## config.mk

```make
export PLATFORM = sky130hd
export DESIGN_NAME = backend
export DESIGN_NICKNAME = d
export VERILOG_FILES = /design/src/design/backend_pkg.sv /design/src/design/alu.sv /design/src/design/backend.sv /design/src/design/commit_port.sv /design/src/design/decoder.sv /design/src/design/inst_buffer.sv /design/src/design/pipe_stage.sv /design/src/design/regfile.sv
export SDC_FILE = /design/constraint.sdc
export NUM_CORES = 2
export LEC_CHECK = 0
export BUFFER_PORTS_ARGS = -buffer_cell sky130_fd_sc_hd__buf_2
export CORE_ASPECT_RATIO = 0.7
export CORE_MARGIN = 8
export CORE_UTILIZATION = 31
export CTS_CLUSTER_DIAMETER = 120
export DETAILED_ROUTE_END_ITERATION = 8
export GPL_TIMING_DRIVEN = 0
export MAX_ROUTING_LAYER = met4
export PLACE_DENSITY = 0.54
export SLEW_MARGIN = 15
export SYNTH_ARGS = -nofsm -noshare
export SYNTH_HDL_FRONTEND = slang
export SYNTH_SLANG_ARGS = --single-unit
```

## constraint.sdc

```tcl
create_clock -name clk -period 8.1 [get_ports clk]
set_input_delay 1.62 -clock clk [delete_from_list [all_inputs] [get_ports clk]]
set_output_delay 1.62 -clock clk [all_outputs]
set_load 0.01 [all_outputs]
```

## src/design/backend_pkg.sv

```systemverilog
`default_nettype none

package backend_pkg;

    localparam int NUM_REGS          = 32;
    localparam int INST_BUFFER_DEPTH = 2;
    localparam int INST_BUFFER_PTR_W = $clog2(INST_BUFFER_DEPTH);
    localparam int INST_BUFFER_CNT_W = $clog2(INST_BUFFER_DEPTH + 1);

    typedef logic [31:0] word_t;
    typedef logic [4:0]  reg_addr_t;

    typedef enum logic [3:0] {
        ALU_ADD,
        ALU_SUB,
        ALU_AND,
        ALU_OR,
        ALU_XOR,
        ALU_SLL,
        ALU_SRL,
        ALU_LUI
    } alu_op_e;

    // 3R group, matched against inst[31:15]
    localparam logic [16:0] OP_ADD_W = 17'h00020;
    localparam logic [16:0] OP_SUB_W = 17'h00022;
    localparam logic [16:0] OP_AND   = 17'h00029;
    localparam logic [16:0] OP_OR    = 17'h0002a;
    localparam logic [16:0] OP_XOR   = 17'h0002b;
    localparam logic [16:0] OP_SLL_W = 17'h0002e;
    localparam logic [16:0] OP_SRL_W = 17'h0002f;

    // inst[31:22] and inst[31:25]
    localparam logic [9:0] OP_ADDI_W  = 10'h00a;
    localparam logic [6:0] OP_LU12I_W = 7'h0a;

    // field positions
    localparam int RD_LSB   = 0;
    localparam int RJ_LSB   = 5;
    localparam int RK_LSB   = 10;
    localparam int SI12_LSB = 10;
    localparam int SI20_LSB = 5;

    typedef struct packed {
        word_t     pc;
        word_t     inst;
        alu_op_e   alu_op;
        word_t     src1;
        word_t     src2;
        logic      reg_write_en;
        reg_addr_t reg_write_addr;
        logic      illegal;
    } id_ex_t;

    typedef struct packed {
        word_t     pc;
        word_t     inst;
        logic      reg_write_en;
        reg_addr_t reg_write_addr;
        word_t     reg_write_data;
        logic      illegal;
    } ex_wb_t;

endpackage

`default_nettype wire

```

## src/design/alu.sv

```systemverilog
`default_nettype none

module alu (
    input  logic                   in_valid_i,
    output logic                   in_ready_o,
    input  backend_pkg::id_ex_t    in_payload_i,
    output logic                   out_valid_o,
    input  logic                   out_ready_i,
    output backend_pkg::ex_wb_t    out_payload_o,
    output logic                   fwd_en_o,
    output backend_pkg::reg_addr_t fwd_addr_o,
    output backend_pkg::word_t     fwd_data_o
);
    import backend_pkg::*;

    word_t result;

    assign out_valid_o = in_valid_i;
    assign in_ready_o  = out_ready_i;

    always_comb begin
        case (in_payload_i.alu_op)
            ALU_ADD: result = in_payload_i.src1 + in_payload_i.src2;
            ALU_SUB: result = in_payload_i.src1 - in_payload_i.src2;
            ALU_AND: result = in_payload_i.src1 & in_payload_i.src2;
            ALU_OR:  result = in_payload_i.src1 | in_payload_i.src2;
            ALU_XOR: result = in_payload_i.src1 ^ in_payload_i.src2;
            ALU_SLL: result = in_payload_i.src1 << in_payload_i.src2[4:0];
            ALU_SRL: result = in_payload_i.src1 >> in_payload_i.src2[4:0];
            // immediate already shifted up by the decoder
            ALU_LUI: result = in_payload_i.src2;
            default: result = '0;
        endcase
    end

    assign out_payload_o.pc             = in_payload_i.pc;
    assign out_payload_o.inst           = in_payload_i.inst;
    assign out_payload_o.reg_write_en   = in_payload_i.reg_write_en;
    assign out_payload_o.reg_write_addr = in_payload_i.reg_write_addr;
    assign out_payload_o.reg_write_data = result;
    assign out_payload_o.illegal        = in_payload_i.illegal;

    // execute bypass, held while the stage stalls
    assign fwd_en_o   = in_valid_i && in_payload_i.reg_write_en;
    assign fwd_addr_o = in_payload_i.reg_write_addr;
    assign fwd_data_o = result;

endmodule

`default_nettype wire

```

## src/design/backend.sv

```systemverilog
`default_nettype none

module backend (
    input  logic                   clk,
    input  logic                   reset_i,
    input  logic                   inst_valid_i,
    input  backend_pkg::word_t     inst_i,
    input  backend_pkg::word_t     pc_i,
    output logic                   inst_ready_o,
    output logic                   commit_valid_o,
    input  logic                   commit_ready_i,
    output backend_pkg::word_t     debug_wb_pc_o,
    output backend_pkg::word_t     debug_wb_inst_o,
    output logic [3:0]             debug_wb_rf_wen_o,
    output backend_pkg::reg_addr_t debug_wb_rf_wnum_o,
    output backend_pkg::word_t     debug_wb_rf_wdata_o,
    output logic [63:0]            retired_count_o
);
    import backend_pkg::*;

    // buffer head
    logic      head_valid;
    logic      head_ready;
    word_t     head_inst;
    word_t     head_pc;

    // register file
    reg_addr_t rf_addr_a;
    reg_addr_t rf_addr_b;
    word_t     rf_data_a;
    word_t     rf_data_b;
    logic      rf_write_en;
    reg_addr_t rf_write_addr;
    word_t     rf_write_data;

    // decode to execute
    logic      dec_valid;
    logic      dec_ready;
    id_ex_t    dec_payload;
    logic      ex_valid;
    logic      ex_ready;
    id_ex_t    ex_payload;

    // execute to commit
    logic      alu_valid;
    logic      alu_ready;
    ex_wb_t    alu_payload;
    logic      wb_valid;
    logic      wb_ready;
    ex_wb_t    wb_payload;

    // bypass
    logic      ex_fwd_en;
    reg_addr_t ex_fwd_addr;
    word_t     ex_fwd_data;
    logic      wb_fwd_en;
    reg_addr_t wb_fwd_addr;
    word_t     wb_fwd_data;

    inst_buffer u_inst_buffer (
        .clk,
        .reset_i,
        .inst_valid_i,
        .inst_i,
        .pc_i,
        .inst_ready_o,
        .head_valid_o (head_valid),
        .head_inst_o  (head_inst),
        .head_pc_o    (head_pc),
        .head_ready_i (head_ready)
    );

    regfile u_regfile (
        .clk,
        .reset_i,
        .read_addr_a_i (rf_addr_a),
        .read_addr_b_i (rf_addr_b),
        .read_data_a_o (rf_data_a),
        .read_data_b_o (rf_data_b),
        .write_en_i    (rf_write_en),
        .write_addr_i  (rf_write_addr),
        .write_data_i  (rf_write_data)
    );

    decoder u_decoder (
        .in_valid_i    (head_valid),
        .in_ready_o    (head_ready),
        .out_valid_o   (dec_valid),
        .out_ready_i   (dec_ready),
        .inst_i        (head_inst),
        .pc_i          (head_pc),
        .rf_addr_a_o   (rf_addr_a),
        .rf_addr_b_o   (rf_addr_b),
        .rf_data_a_i   (rf_data_a),
        .rf_data_b_i   (rf_data_b),
        .ex_fwd_en_i   (ex_fwd_en),
        .ex_fwd_addr_i (ex_fwd_addr),
        .ex_fwd_data_i (ex_fwd_data),
        .wb_fwd_en_i   (wb_fwd_en),
        .wb_fwd_addr_i (wb_fwd_addr),
        .wb_fwd_data_i (wb_fwd_data),
        .payload_o     (dec_payload)
    );

    pipe_stage #(
        .payload_t (id_ex_t)
    ) u_id_ex (
        .clk,
        .reset_i,
        .in_valid_i    (dec_valid),
        .in_ready_o    (dec_ready),
        .in_payload_i  (dec_payload),
        .out_valid_o   (ex_valid),
        .out_ready_i   (ex_ready),
        .out_payload_o (ex_payload)
    );

    alu u_alu (
        .in_valid_i    (ex_valid),
        .in_ready_o    (ex_ready),
        .in_payload_i  (ex_payload),
        .out_valid_o   (alu_valid),
        .out_ready_i   (alu_ready),
        .out_payload_o (alu_payload),
        .fwd_en_o      (ex_fwd_en),
        .fwd_addr_o    (ex_fwd_addr),
        .fwd_data_o    (ex_fwd_data)
    );

    pipe_stage #(
        .payload_t (ex_wb_t)
    ) u_ex_wb (
        .clk,
        .reset_i,
        .in_valid_i    (alu_valid),
        .in_ready_o    (alu_ready),
        .in_payload_i  (alu_payload),
        .out_valid_o   (wb_valid),
        .out_ready_i   (wb_ready),
        .out_payload_o (wb_payload)
    );

    commit_port u_commit_port (
        .clk,
        .reset_i,
        .in_valid_i      (wb_valid),
        .in_ready_o      (wb_ready),
        .in_payload_i    (wb_payload),
        .commit_valid_o,
        .commit_ready_i,
        .rf_write_en_o   (rf_write_en),
        .rf_write_addr_o (rf_write_addr),
        .rf_write_data_o (rf_write_data),
        .fwd_en_o        (wb_fwd_en),
        .fwd_addr_o      (wb_fwd_addr),
        .fwd_data_o      (wb_fwd_data),
        .debug_wb_pc_o,
        .debug_wb_inst_o,
        .debug_wb_rf_wen_o,
        .debug_wb_rf_wnum_o,
        .debug_wb_rf_wdata_o,
        .retired_count_o
    );

endmodule

`default_nettype wire

```

## src/design/commit_port.sv

```systemverilog
`default_nettype none

module commit_port (
    input  logic                   clk,
    input  logic                   reset_i,
    input  logic                   in_valid_i,
    output logic                   in_ready_o,
    input  backend_pkg::ex_wb_t    in_payload_i,
    output logic                   commit_valid_o,
    input  logic                   commit_ready_i,
    output logic                   rf_write_en_o,
    output backend_pkg::reg_addr_t rf_write_addr_o,
    output backend_pkg::word_t     rf_write_data_o,
    output logic                   fwd_en_o,
    output backend_pkg::reg_addr_t fwd_addr_o,
    output backend_pkg::word_t     fwd_data_o,
    output backend_pkg::word_t     debug_wb_pc_o,
    output backend_pkg::word_t     debug_wb_inst_o,
    output logic [3:0]             debug_wb_rf_wen_o,
    output backend_pkg::reg_addr_t debug_wb_rf_wnum_o,
    output backend_pkg::word_t     debug_wb_rf_wdata_o,
    output logic [63:0]            retired_count_o
);
    import backend_pkg::*;

    logic commit;
    logic writes_rd;

    assign commit_valid_o = in_valid_i;
    assign in_ready_o     = commit_ready_i;
    assign commit         = in_valid_i && commit_ready_i;

    // illegal words and r0 targets retire without a write
    assign writes_rd = in_payload_i.reg_write_en && !in_payload_i.illegal &&
                       (in_payload_i.reg_write_addr != '0);

    assign rf_write_en_o   = commit && writes_rd;
    assign rf_write_addr_o = in_payload_i.reg_write_addr;
    assign rf_write_data_o = in_payload_i.reg_write_data;

    assign fwd_en_o   = in_valid_i && writes_rd;
    assign fwd_addr_o = in_payload_i.reg_write_addr;
    assign fwd_data_o = in_payload_i.reg_write_data;

    assign debug_wb_pc_o       = in_payload_i.pc;
    assign debug_wb_inst_o     = in_payload_i.inst;
    assign debug_wb_rf_wen_o   = {4{in_valid_i && writes_rd}};
    assign debug_wb_rf_wnum_o  = in_payload_i.reg_write_addr;
    assign debug_wb_rf_wdata_o = in_payload_i.reg_write_data;

    always_ff @(posedge clk) begin
        if (reset_i) begin
            retired_count_o <= '0;
        end else if (commit) begin
            retired_count_o <= retired_count_o + 64'd1;
        end
    end

endmodule

`default_nettype wire

```

## src/design/decoder.sv

```systemverilog
`default_nettype none

module decoder (
    input  logic                   in_valid_i,
    output logic                   in_ready_o,
    output logic                   out_valid_o,
    input  logic                   out_ready_i,
    input  backend_pkg::word_t     inst_i,
    input  backend_pkg::word_t     pc_i,
    output backend_pkg::reg_addr_t rf_addr_a_o,
    output backend_pkg::reg_addr_t rf_addr_b_o,
    input  backend_pkg::word_t     rf_data_a_i,
    input  backend_pkg::word_t     rf_data_b_i,
    input  logic                   ex_fwd_en_i,
    input  backend_pkg::reg_addr_t ex_fwd_addr_i,
    input  backend_pkg::word_t     ex_fwd_data_i,
    input  logic                   wb_fwd_en_i,
    input  backend_pkg::reg_addr_t wb_fwd_addr_i,
    input  backend_pkg::word_t     wb_fwd_data_i,
    output backend_pkg::id_ex_t    payload_o
);
    import backend_pkg::*;

    reg_addr_t rd;
    reg_addr_t rj;
    reg_addr_t rk;
    word_t     imm;
    word_t     src1;
    word_t     src2_reg;
    alu_op_e   alu_op;
    logic      use_imm;
    logic      illegal;

    // no stall of its own, the head simply waits on the stage behind
    assign out_valid_o = in_valid_i;
    assign in_ready_o  = out_ready_i;

    assign rd = inst_i[RD_LSB +: 5];
    assign rj = inst_i[RJ_LSB +: 5];
    assign rk = inst_i[RK_LSB +: 5];

    assign rf_addr_a_o = rj;
    assign rf_addr_b_o = rk;

    always_comb begin
        alu_op  = ALU_ADD;
        use_imm = 1'b0;
        illegal = 1'b0;
        imm     = {{20{inst_i[SI12_LSB + 11]}}, inst_i[SI12_LSB +: 12]};
        if (inst_i[31:15] == OP_ADD_W) begin
            alu_op = ALU_ADD;
        end else if (inst_i[31:15] == OP_SUB_W) begin
            alu_op = ALU_SUB;
        end else if (inst_i[31:15] == OP_AND) begin
            alu_op = ALU_AND;
        end else if (inst_i[31:15] == OP_OR) begin
            alu_op = ALU_OR;
        end else if (inst_i[31:15] == OP_XOR) begin
            alu_op = ALU_XOR;
        end else if (inst_i[31:15] == OP_SLL_W) begin
            alu_op = ALU_SLL;
        end else if (inst_i[31:15] == OP_SRL_W) begin
            alu_op = ALU_SRL;
        end else if (inst_i[31:22] == OP_ADDI_W) begin
            use_imm = 1'b1;
        end else if (inst_i[31:25] == OP_LU12I_W) begin
            alu_op  = ALU_LUI;
            use_imm = 1'b1;
            imm     = {inst_i[SI20_LSB +: 20], 12'h000};
        end else begin
            illegal = 1'b1;
        end
    end

    // youngest producer wins, r0 never shows up on a bypass
    assign src1 = (ex_fwd_en_i && (ex_fwd_addr_i == rj)) ? ex_fwd_data_i :
                  (wb_fwd_en_i && (wb_fwd_addr_i == rj)) ? wb_fwd_data_i :
                  rf_data_a_i;

    assign src2_reg = (ex_fwd_en_i && (ex_fwd_addr_i == rk)) ? ex_fwd_data_i :
                      (wb_fwd_en_i && (wb_fwd_addr_i == rk)) ? wb_fwd_data_i :
                      rf_data_b_i;

    assign payload_o.pc             = pc_i;
    assign payload_o.inst           = inst_i;
    assign payload_o.alu_op         = alu_op;
    assign payload_o.src1           = src1;
    assign payload_o.src2           = use_imm ? imm : src2_reg;
    assign payload_o.reg_write_en   = !illegal && (rd != '0);
    assign payload_o.reg_write_addr = rd;
    assign payload_o.illegal        = illegal;

endmodule

`default_nettype wire

```

## src/design/inst_buffer.sv

```systemverilog
`default_nettype none

module inst_buffer (
    input  logic               clk,
    input  logic               reset_i,
    input  logic               inst_valid_i,
    input  backend_pkg::word_t inst_i,
    input  backend_pkg::word_t pc_i,
    output logic               inst_ready_o,
    output logic               head_valid_o,
    output backend_pkg::word_t head_inst_o,
    output backend_pkg::word_t head_pc_o,
    input  logic               head_ready_i
);
    import backend_pkg::*;

    word_t                        inst_mem [INST_BUFFER_DEPTH];
    word_t                        pc_mem   [INST_BUFFER_DEPTH];
    logic [INST_BUFFER_PTR_W-1:0] wr_ptr_q;
    logic [INST_BUFFER_PTR_W-1:0] rd_ptr_q;
    logic [INST_BUFFER_CNT_W-1:0] count_q;
    logic                         push;
    logic                         pop;

    assign head_valid_o = (count_q != '0);
    // full buffer still takes a word when the head leaves on the same edge
    assign inst_ready_o = (count_q != INST_BUFFER_CNT_W'(INST_BUFFER_DEPTH)) || head_ready_i;

    assign push = inst_valid_i && inst_ready_o;
    assign pop  = head_valid_o && head_ready_i;

    assign head_inst_o = inst_mem[rd_ptr_q];
    assign head_pc_o   = pc_mem[rd_ptr_q];

    always_ff @(posedge clk) begin
        if (push) begin
            inst_mem[wr_ptr_q] <= inst_i;
            pc_mem[wr_ptr_q]   <= pc_i;
        end
    end

    always_ff @(posedge clk) begin
        if (reset_i) begin
            wr_ptr_q <= '0;
            rd_ptr_q <= '0;
            count_q  <= '0;
        end else begin
            if (push) begin
                wr_ptr_q <= (wr_ptr_q == INST_BUFFER_PTR_W'(INST_BUFFER_DEPTH - 1)) ?
                            '0 : wr_ptr_q + 1'b1;
            end
            if (pop) begin
                rd_ptr_q <= (rd_ptr_q == INST_BUFFER_PTR_W'(INST_BUFFER_DEPTH - 1)) ?
                            '0 : rd_ptr_q + 1'b1;
            end
            if (push && !pop) begin
                count_q <= count_q + 1'b1;
            end else if (pop && !push) begin
                count_q <= count_q - 1'b1;
            end
        end
    end

endmodule

`default_nettype wire

```

## src/design/pipe_stage.sv

```systemverilog
`default_nettype none

module pipe_stage #(
    parameter type payload_t = logic
) (
    input  logic     clk,
    input  logic     reset_i,
    input  logic     in_valid_i,
    output logic     in_ready_o,
    input  payload_t in_payload_i,
    output logic     out_valid_o,
    input  logic     out_ready_i,
    output payload_t out_payload_o
);

    logic     full_q;
    payload_t data_q;

    // refill on the same edge the entry leaves
    assign in_ready_o = !full_q || out_ready_i;

    always_ff @(posedge clk) begin
        if (reset_i) begin
            full_q <= 1'b0;
        end else if (in_ready_o) begin
            full_q <= in_valid_i;
        end
    end

    always_ff @(posedge clk) begin
        if (in_valid_i && in_ready_o) begin
            data_q <= in_payload_i;
        end
    end

    assign out_valid_o   = full_q;
    assign out_payload_o = data_q;

endmodule

`default_nettype wire

```

## src/design/regfile.sv

```systemverilog
`default_nettype none

module regfile (
    input  logic                   clk,
    input  logic                   reset_i,
    input  backend_pkg::reg_addr_t read_addr_a_i,
    input  backend_pkg::reg_addr_t read_addr_b_i,
    output backend_pkg::word_t     read_data_a_o,
    output backend_pkg::word_t     read_data_b_o,
    input  logic                   write_en_i,
    input  backend_pkg::reg_addr_t write_addr_i,
    input  backend_pkg::word_t     write_data_i
);
    import backend_pkg::*;

    word_t regs [NUM_REGS];

    // r0 is never written, so it reads back as zero
    always_ff @(posedge clk) begin
        if (reset_i) begin
            for (int i = 0; i < NUM_REGS; i++) begin
                regs[i] <= '0;
            end
        end else if (write_en_i && (write_addr_i != '0)) begin
            regs[write_addr_i] <= write_data_i;
        end
    end

    assign read_data_a_o = regs[read_addr_a_i];
    assign read_data_b_o = regs[read_addr_b_i];

endmodule

`default_nettype wire

```

* After elaboration in Yosys (flattened, before gate mapping)
Memory sizes are Yosys's and may differ from the RTL's. A register that Yosys moved wholly into a read port is not among the register bits. Index checks and enable logic that the tools add are counted.
Storage, ports and cells: memories kept 3, bits in writable memories 1152, bits of input ports 68, flip-flop bits (word level) 280, output and inout bits 171
Memory list:
- u_regfile.regs | words 32, bits a word 32, rd ports 2, clocked after memory_dff 0, wr ports 32, line regfile.sv:16 | word_t regs [NUM_REGS];
- u_inst_buffer.inst_mem | words 2, bits a word 32, rd ports 1, clocked after memory_dff 1, wr ports 1, line inst_buffer.sv:17 | word_t inst_mem [INST_BUFFER_DEPTH];
- u_inst_buffer.pc_mem | words 2, bits a word 32, rd ports 1, clocked after memory_dff 1, wr ports 1, line inst_buffer.sv:18 | word_t pc_mem [INST_BUFFER_DEPTH];
Cells by class: reduce and logical (&&, ||, !) cells 35, eq/ne operators 21, add/subtract/negate cells 7, bitwise operators 3, shift-type cells 2, mux-type cells 57
Operators by type and width (count):
- 2-to-1 mux 32 bit | 15
- one-hot mux 32 bit (8 select lines) | 1
- == test 17 x 6 -> 1 bit, second input constant | 7
- adder 64 x 1 -> 64 bit, second input constant | 1
- adder 32 bit | 1
- bitwise AND 32 bit | 1
- bitwise OR 32 bit | 1
- OR reduction 32 bit | 1
- left shift 32 x 5 -> 32 bit | 1
- >> shifter 32 x 5 -> 32 bit | 1
- subtractor 32 bit | 1
- XOR 32 bit | 1
- 2-to-1 mux 1 bit | 31
- == test 5 bit | 4
- logical AND 1 bit | 17
- == test 4 x 3 -> 1 bit, second input constant | 4
- 2-to-1 mux 3 bit | 5
- == test 10 x 4 -> 1 bit, second input constant | 1
- nonzero test 5 bit | 2
- == test 4 x 2 -> 1 bit, second input constant | 2
- 2-to-1 mux 2 bit | 4
- OR reduction 8 bit | 1
- == test 7 x 4 -> 1 bit, second input constant | 1
- zero test 1 bit | 6
- other kinds (11) | 15

* Logic depth before layout (Yosys ltp)
depth after elaboration 12, depth in mapped cells 21

* By module
A second synthesis with hierarchy kept.
Second synthesis, totals: cell total of the unflattened synthesis 7306, area, all modules 84592.4 µm²
By module, submodules not included:
- regfile | times used 1, cells an instance 4605, area an instance 55991.2 µm², sequential area each 30749.5 µm²
- alu | times used 1, cells an instance 1228, area an instance 9131.3 µm², sequential area each 0.0 µm²
- inst_buffer | times used 1, cells an instance 224, area an instance 4842.1 µm², sequential area each 3943.8 µm²
- commit_port | times used 1, cells an instance 554, area an instance 4479.3 µm², sequential area each 1281.2 µm²
- pipe_stage at u_id_ex | times used 1, cells an instance 144, area an instance 4229.1 µm², sequential area each 4194.0 µm²
- pipe_stage at u_ex_wb | times used 1, cells an instance 108, area an instance 3148.0 µm², sequential area each 3113.0 µm²
- decoder | times used 1, cells an instance 443, area an instance 2771.4 µm², sequential area each 0.0 µm²

* Worst setup path before layout
No wires, ideal clock.
path kind input to register, start point in commit_ready_i, end point reg u_ex_wb.data_q, in the netlist u_ex_wb.out_payload_o[0] (enable), data arrival time 6.040 ns, cell stages on the path 2, required time 7.533 ns, setup time 0.567 ns, setup slack 1.492 ns, cell sequence nor2b_1 -> nor2b_1
On the way: longest elaborated chain between the ends 2
Ends and longest elaborated chain:
- start: declaration | line backend.sv:11 | input logic commit_ready_i,
- logical OR 1 bit | line pipe_stage.sv:20 | assign in_ready_o = !full_q || out_ready_i;
- logical AND 1 bit | line pipe_stage.sv:31 | if (in_valid_i && in_ready_o) begin
- end signal: assignment | line pipe_stage.sv:32 | data_q <= in_payload_i;
- end: declaration | line pipe_stage.sv:17 | payload_t data_q;
No other way between the ends. A chain may end at the register's enable or synchronous reset.

==> results by stage <==
Timing:
- The count of endpoints failing setup in the final report is 0.
- After layout, the minimum clock period comes to 7960 ps.
- The post-route worst hold slack is 415 ps.
- The slew at the pin with the worst max-slew slack is 1470 ps.
- The post-route fraction of the period consumed by the critical path is 98.3%.
- The hold violation total from the final report was 0.
- The max-slew violation total from the final report is 0.
- Headroom to the max-slew limit came out at under 10%.
- Setup repair after global routing left no endpoint under its margin.
- The clock arrives with 92.1 ps of skew.
- The maximum clock rate is 0.126 GHz.

Worst hold path:
- The number of stages on the worst hold path is 0.
- For hold timing, the worst endpoint is u_ex_wb.out_payload_o[45]$_DFFE_PP_.
- The classification of the worst-slack hold path is reg2reg.
- The source of the worst hold timing path is u_id_ex.out_payload_o[81]$_DFFE_PP_.

Yosys:
- After synthesis, the largest area contributor takes up 50.4% of total cell area.
- The number of warning messages in the yosys log is 0.
- In the synthesized netlist the dominant register cell turns out to be sky130_fd_sc_hd__edfxtp_1.
- The count of cell types in the netlist is 91.
- Synthesis inferred 1454 register bits.
- Summed over all instances, the cell type with the most area after synthesis is sky130_fd_sc_hd__edfxtp_1.
- The cell area that synthesis handed to floorplanning was 82500 um2.
- The async set-reset flop share out of synthesis is 0%.
- Yosys mapped a number of flops with a built-in enable equal to 1383.
- Averaged over all synthesized cells, the footprint is 10.0 um2.
- Summing the sequential cell areas from Yosys gives 52.1% of the chip area.
- In the post-synthesis netlist, the biggest area contributors are sky130_fd_sc_hd__edfxtp_1 50%, sky130_fd_sc_hd__nand2_1 8.5%, sky130_fd_sc_hd__and2_1 7.6%.
- The cell count after synthesis came out at 8238.

Clock network:
- After clock tree synthesis, the clock-pin slew on the worst setup and hold paths is around 70 ps.
- The CTS sink count is approximately 1500.
- The H-tree depth reported by CTS is 4.
- The count of hold buffers inserted by post-cts repair is 0.
- The longest clock path from root to sink contains 4 buffers.
- The root cell of the clock tree is sky130_fd_sc_hd__clkbuf_16.
- The TritonCTS clock tree is done.
- For the worst-skew pair, the clock arrives at the later sink with an insertion delay of roughly 910 ps.
- The number of post-CTS setup repair buffers is 0.
- In this run, CTS created clock tree buffers numbering roughly 170.

Detailed routing:
- Across all layers, the routed design uses approximately 80000 vias.
- In the routed design, unresolved DRC markers number 0.
- The routed via count divided by cell count is 6.23.
- The detail route stage leaves a number of antenna-violating nets equal to 0.
- The first detailed-routing pass ran for 9 iterations.
- The routed length per instance is 44.9 um.
- The total wire length is 561 mm.
- For this block, the initial DRC count from the detailed router was 13575.

Worst setup path:
- Grouping stages by cell kind, the critical path spends the most delay in buffers and inverters.
- The element type at the critical path start is a flop.
- The worst setup path is of the reg2reg kind.
- For the worst setup path, the data required time is roughly 8700 ps.
- Of all nets on the critical path, the largest fanout is 10.
- Data on the critical path arrives at its endpoint at 8580 ps.
- The beginning of the worst register-to-register path is u_id_ex.out_payload_o[71]$_SDFFCE_PP0P_.
- Setup slack on the worst reg-to-reg path comes out at 140 ps.
- Traced cell by cell, the critical path runs through clkbuf_1 > buf_1 > clkbuf_2 > and2_1 > clkdlybuf4s15_1 > a21oi_1 > xnor2_1 > ha_1 > clkbuf_2 > and4_1 > o211ai_1 > a21oi_1 > nor2_1 > o41ai_1 > a21oi_1 > nand3b_1 > a211o_1.
- The buffering stage count on the worst path with inverters included is 5.
- The largest individual stage delay along the critical path comes from the cell sky130_fd_sc_hd__o41ai_1.
- Counting cells, the worst reg-to-reg path comes to 17.
- In this design, the stage delay of the slowest critical-path cell is roughly 830 ps.
- The category of the worst setup path capture point is a flop.
- The endpoint of the lowest-slack register-to-register path is u_id_ex.out_payload_o[30]$_DFFE_PP_.
- By instance count, the cell type seen most on the critical path is sky130_fd_sc_hd__a21oi_1.

Floorplanning:
- The total core area is 265000 um2.
- The die outline area is ~280000 um2.
- From bottom edge to top edge, the die measures approximately 450 um.
- Pin placement for this block handled 239 I/O pins.
- Once the floorplan was initialized, standard cells occupied 31.2% of the core.
- Measured along the x axis, the die boundary spans 632 um.
- The number of core rows is roughly 160.

Job:
- The max-cap check violation count is 0.

Cells and area:
- The area of combinational cells with multiple inputs is 35700 um2.
- The fraction of final layout cells sized beyond drive strength 1 is 13.8%.
- In the layout the commonest cells are 1859 x sky130_fd_sc_hd__nand2_1, 1383 x sky130_fd_sc_hd__edfxtp_1, 1003 x sky130_fd_sc_hd__and2_1.
- The layout has around 27000 filler cells.
- The number of nets in the layout is a little under 9000.
- The layout overhead on the synthesized area is 15.6%.
- In the final layout, flip-flops and latches occupy 43000 um2.
- The library cell used most frequently in the layout, excluding fill and tap cells, is sky130_fd_sc_hd__nand2_1.

Pwr:
- The final total power is roughly 39 mW.
- For this design the ratio of total power to cell area is 409 nW/um2.
- The leakage power summed over all cells is 35.9 nW.
- IR analysis of the VDD net gives a maximum drop of roughly 0.26 mV.

Placement:
- The number of buffers inserted by port buffering is 238.
- Detailed placement finished with a half-perimeter wire length of 427 mm.
- At the end of routability-driven placement, the weighted congestion stood at 1.04.

GRT:
- The via count of the first global-routing pass came to roughly 71000.
- The initial antenna violation count is between 100 and 150.
- The maximum number of pins on one net before global-route repair is 96.
- Global routing finished with a remaining overflow of 0.
- In the global route stage, overall resource usage came out at 39.1%.
- The global-route wire length before repair is 713 mm.

Status:
- The flow ran to the end, and the final reports show no timing, DRC or antenna violations.
[cells by family after synthesis]
group	count (synthesis)	share of synthesized area [%]
AO/OA/AOI/OAI	907	7.98
other	1	0.00455
buffers and inverters	924	5.11
XOR/XNOR	133	1.41
multiplexers	428	6.76
AND/OR/NAND/NOR	4291	25.1
flip-flops	1454	52.1
adder cells (fa/ha/maj)	100	1.53
[Yosys cell counts (65+ instances only)]
library cell,count
sky130_fd_sc_hd__nand2_1,1859
sky130_fd_sc_hd__edfxtp_1,1383
sky130_fd_sc_hd__and2_1,1002
sky130_fd_sc_hd__nand3_1,806
sky130_fd_sc_hd__clkbuf_1,432
sky130_fd_sc_hd__mux2i_1,263
sky130_fd_sc_hd__nor2_1,229
sky130_fd_sc_hd__a311oi_1,219
sky130_fd_sc_hd__buf_2,181
sky130_fd_sc_hd__and3_1,157
sky130_fd_sc_hd__a21oi_1,142
sky130_fd_sc_hd__o21ai_0,134
sky130_fd_sc_hd__buf_4,125
sky130_fd_sc_hd__ha_1,99
sky130_fd_sc_hd__inv_1,96
sky130_fd_sc_hd__mux4_2,91
sky130_fd_sc_hd__xnor2_1,81
sky130_fd_sc_hd__dfxtp_1,71
sky130_fd_sc_hd__buf_1,70
sky130_fd_sc_hd__a31oi_1,69
sky130_fd_sc_hd__mux2_2,65
[flip-flops by register name, summed over array words and instances, names as in the netlist, named ones only]
register and count:
u_inst_buffer.wr_ptr_q 1, u_inst_buffer.count_q 2, u_ex_wb.out_payload_o 98, u_inst_buffer.pc_mem 64, u_regfile.regs 1024, u_ex_wb.out_valid_o 1
u_id_ex.out_valid_o 1, u_inst_buffer.inst_mem 64, u_inst_buffer.rd_ptr_q 1, u_id_ex.out_payload_o 133, u_commit_port.retired_count_o 64
[cell type report]
class,count,area share [%]
clock buffers,203,4.82
clock inverters,95,0.851
well taps,3520,4.62
inverters,108,0.433
plain buffers,816,4.15
repair buffers,296,2.38
diodes,93,0.244
multi-input cells,5891,37.4
flip-flops and latches,1454,45.1
[through the flow]
step	utilization (%)	std cells	cell area, um2	TNS (ps)	worst slack [ps]
5_1_grt	36.0	12445	95200	0	248
4_1_cts	35.9	12383	95000	0	128
2_1_floorplan	-	8269	82600	0	1490
6_report	36.0	12476	95300	0	137
3_5_place_dp	33.9	12085	89600	-85.3	-85.3
3_3_place_gp	33.3	12027	88200	-255970	-2650
[metal layers]
layer  vias up  wire length, um  track usage [%]
li1      30399                -                -
met1     39714           236000             53.0
met2      6342           210000             49.7
met3      1288            77700             14.5
met4         0            37500             21.2
met5         -                0                -
[timing repair]
action	CTS	global route
gates cloned	0	0
gates resized for setup	1	7
setup endpoints to repair	2	15
[power breakdown]
group | internal (mW) | switching [mW] | total, mW
Combinational | 4.96 | 15.5 | 20.5
Clock | 4.45 | 3.52 | 7.96
Sequential | 9.31 | 1.22 | 10.5
Total | 18.7 | 20.3 | 39.0
[worst max-delay path by stage]
stage | slack, ps | cells after the start | end | from
detailed placement | -90 | 17 | u_id_ex.out_payload_o[21]$_DFFE_PP_ | u_id_ex.out_payload_o[71]$_SDFFCE_PP0P_
global route | 250 | 17 | u_id_ex.out_payload_o[30]$_DFFE_PP_ | u_id_ex.out_payload_o[71]$_SDFFCE_PP0P_
floorplan | 1490 | 2 | u_ex_wb.out_payload_o[0]$_DFFE_PP_ | commit_ready_i
CTS | 130 | 17 | u_id_ex.out_payload_o[21]$_DFFE_PP_ | u_id_ex.out_payload_o[71]$_SDFFCE_PP0P_
finish | 140 | 17 | u_id_ex.out_payload_o[30]$_DFFE_PP_ | u_id_ex.out_payload_o[71]$_SDFFCE_PP0P_
global placement | -2650 | 3 | u_ex_wb.out_payload_o[44]$_DFFE_PP_ | commit_ready_i
(Power assumes the default switching activity.)
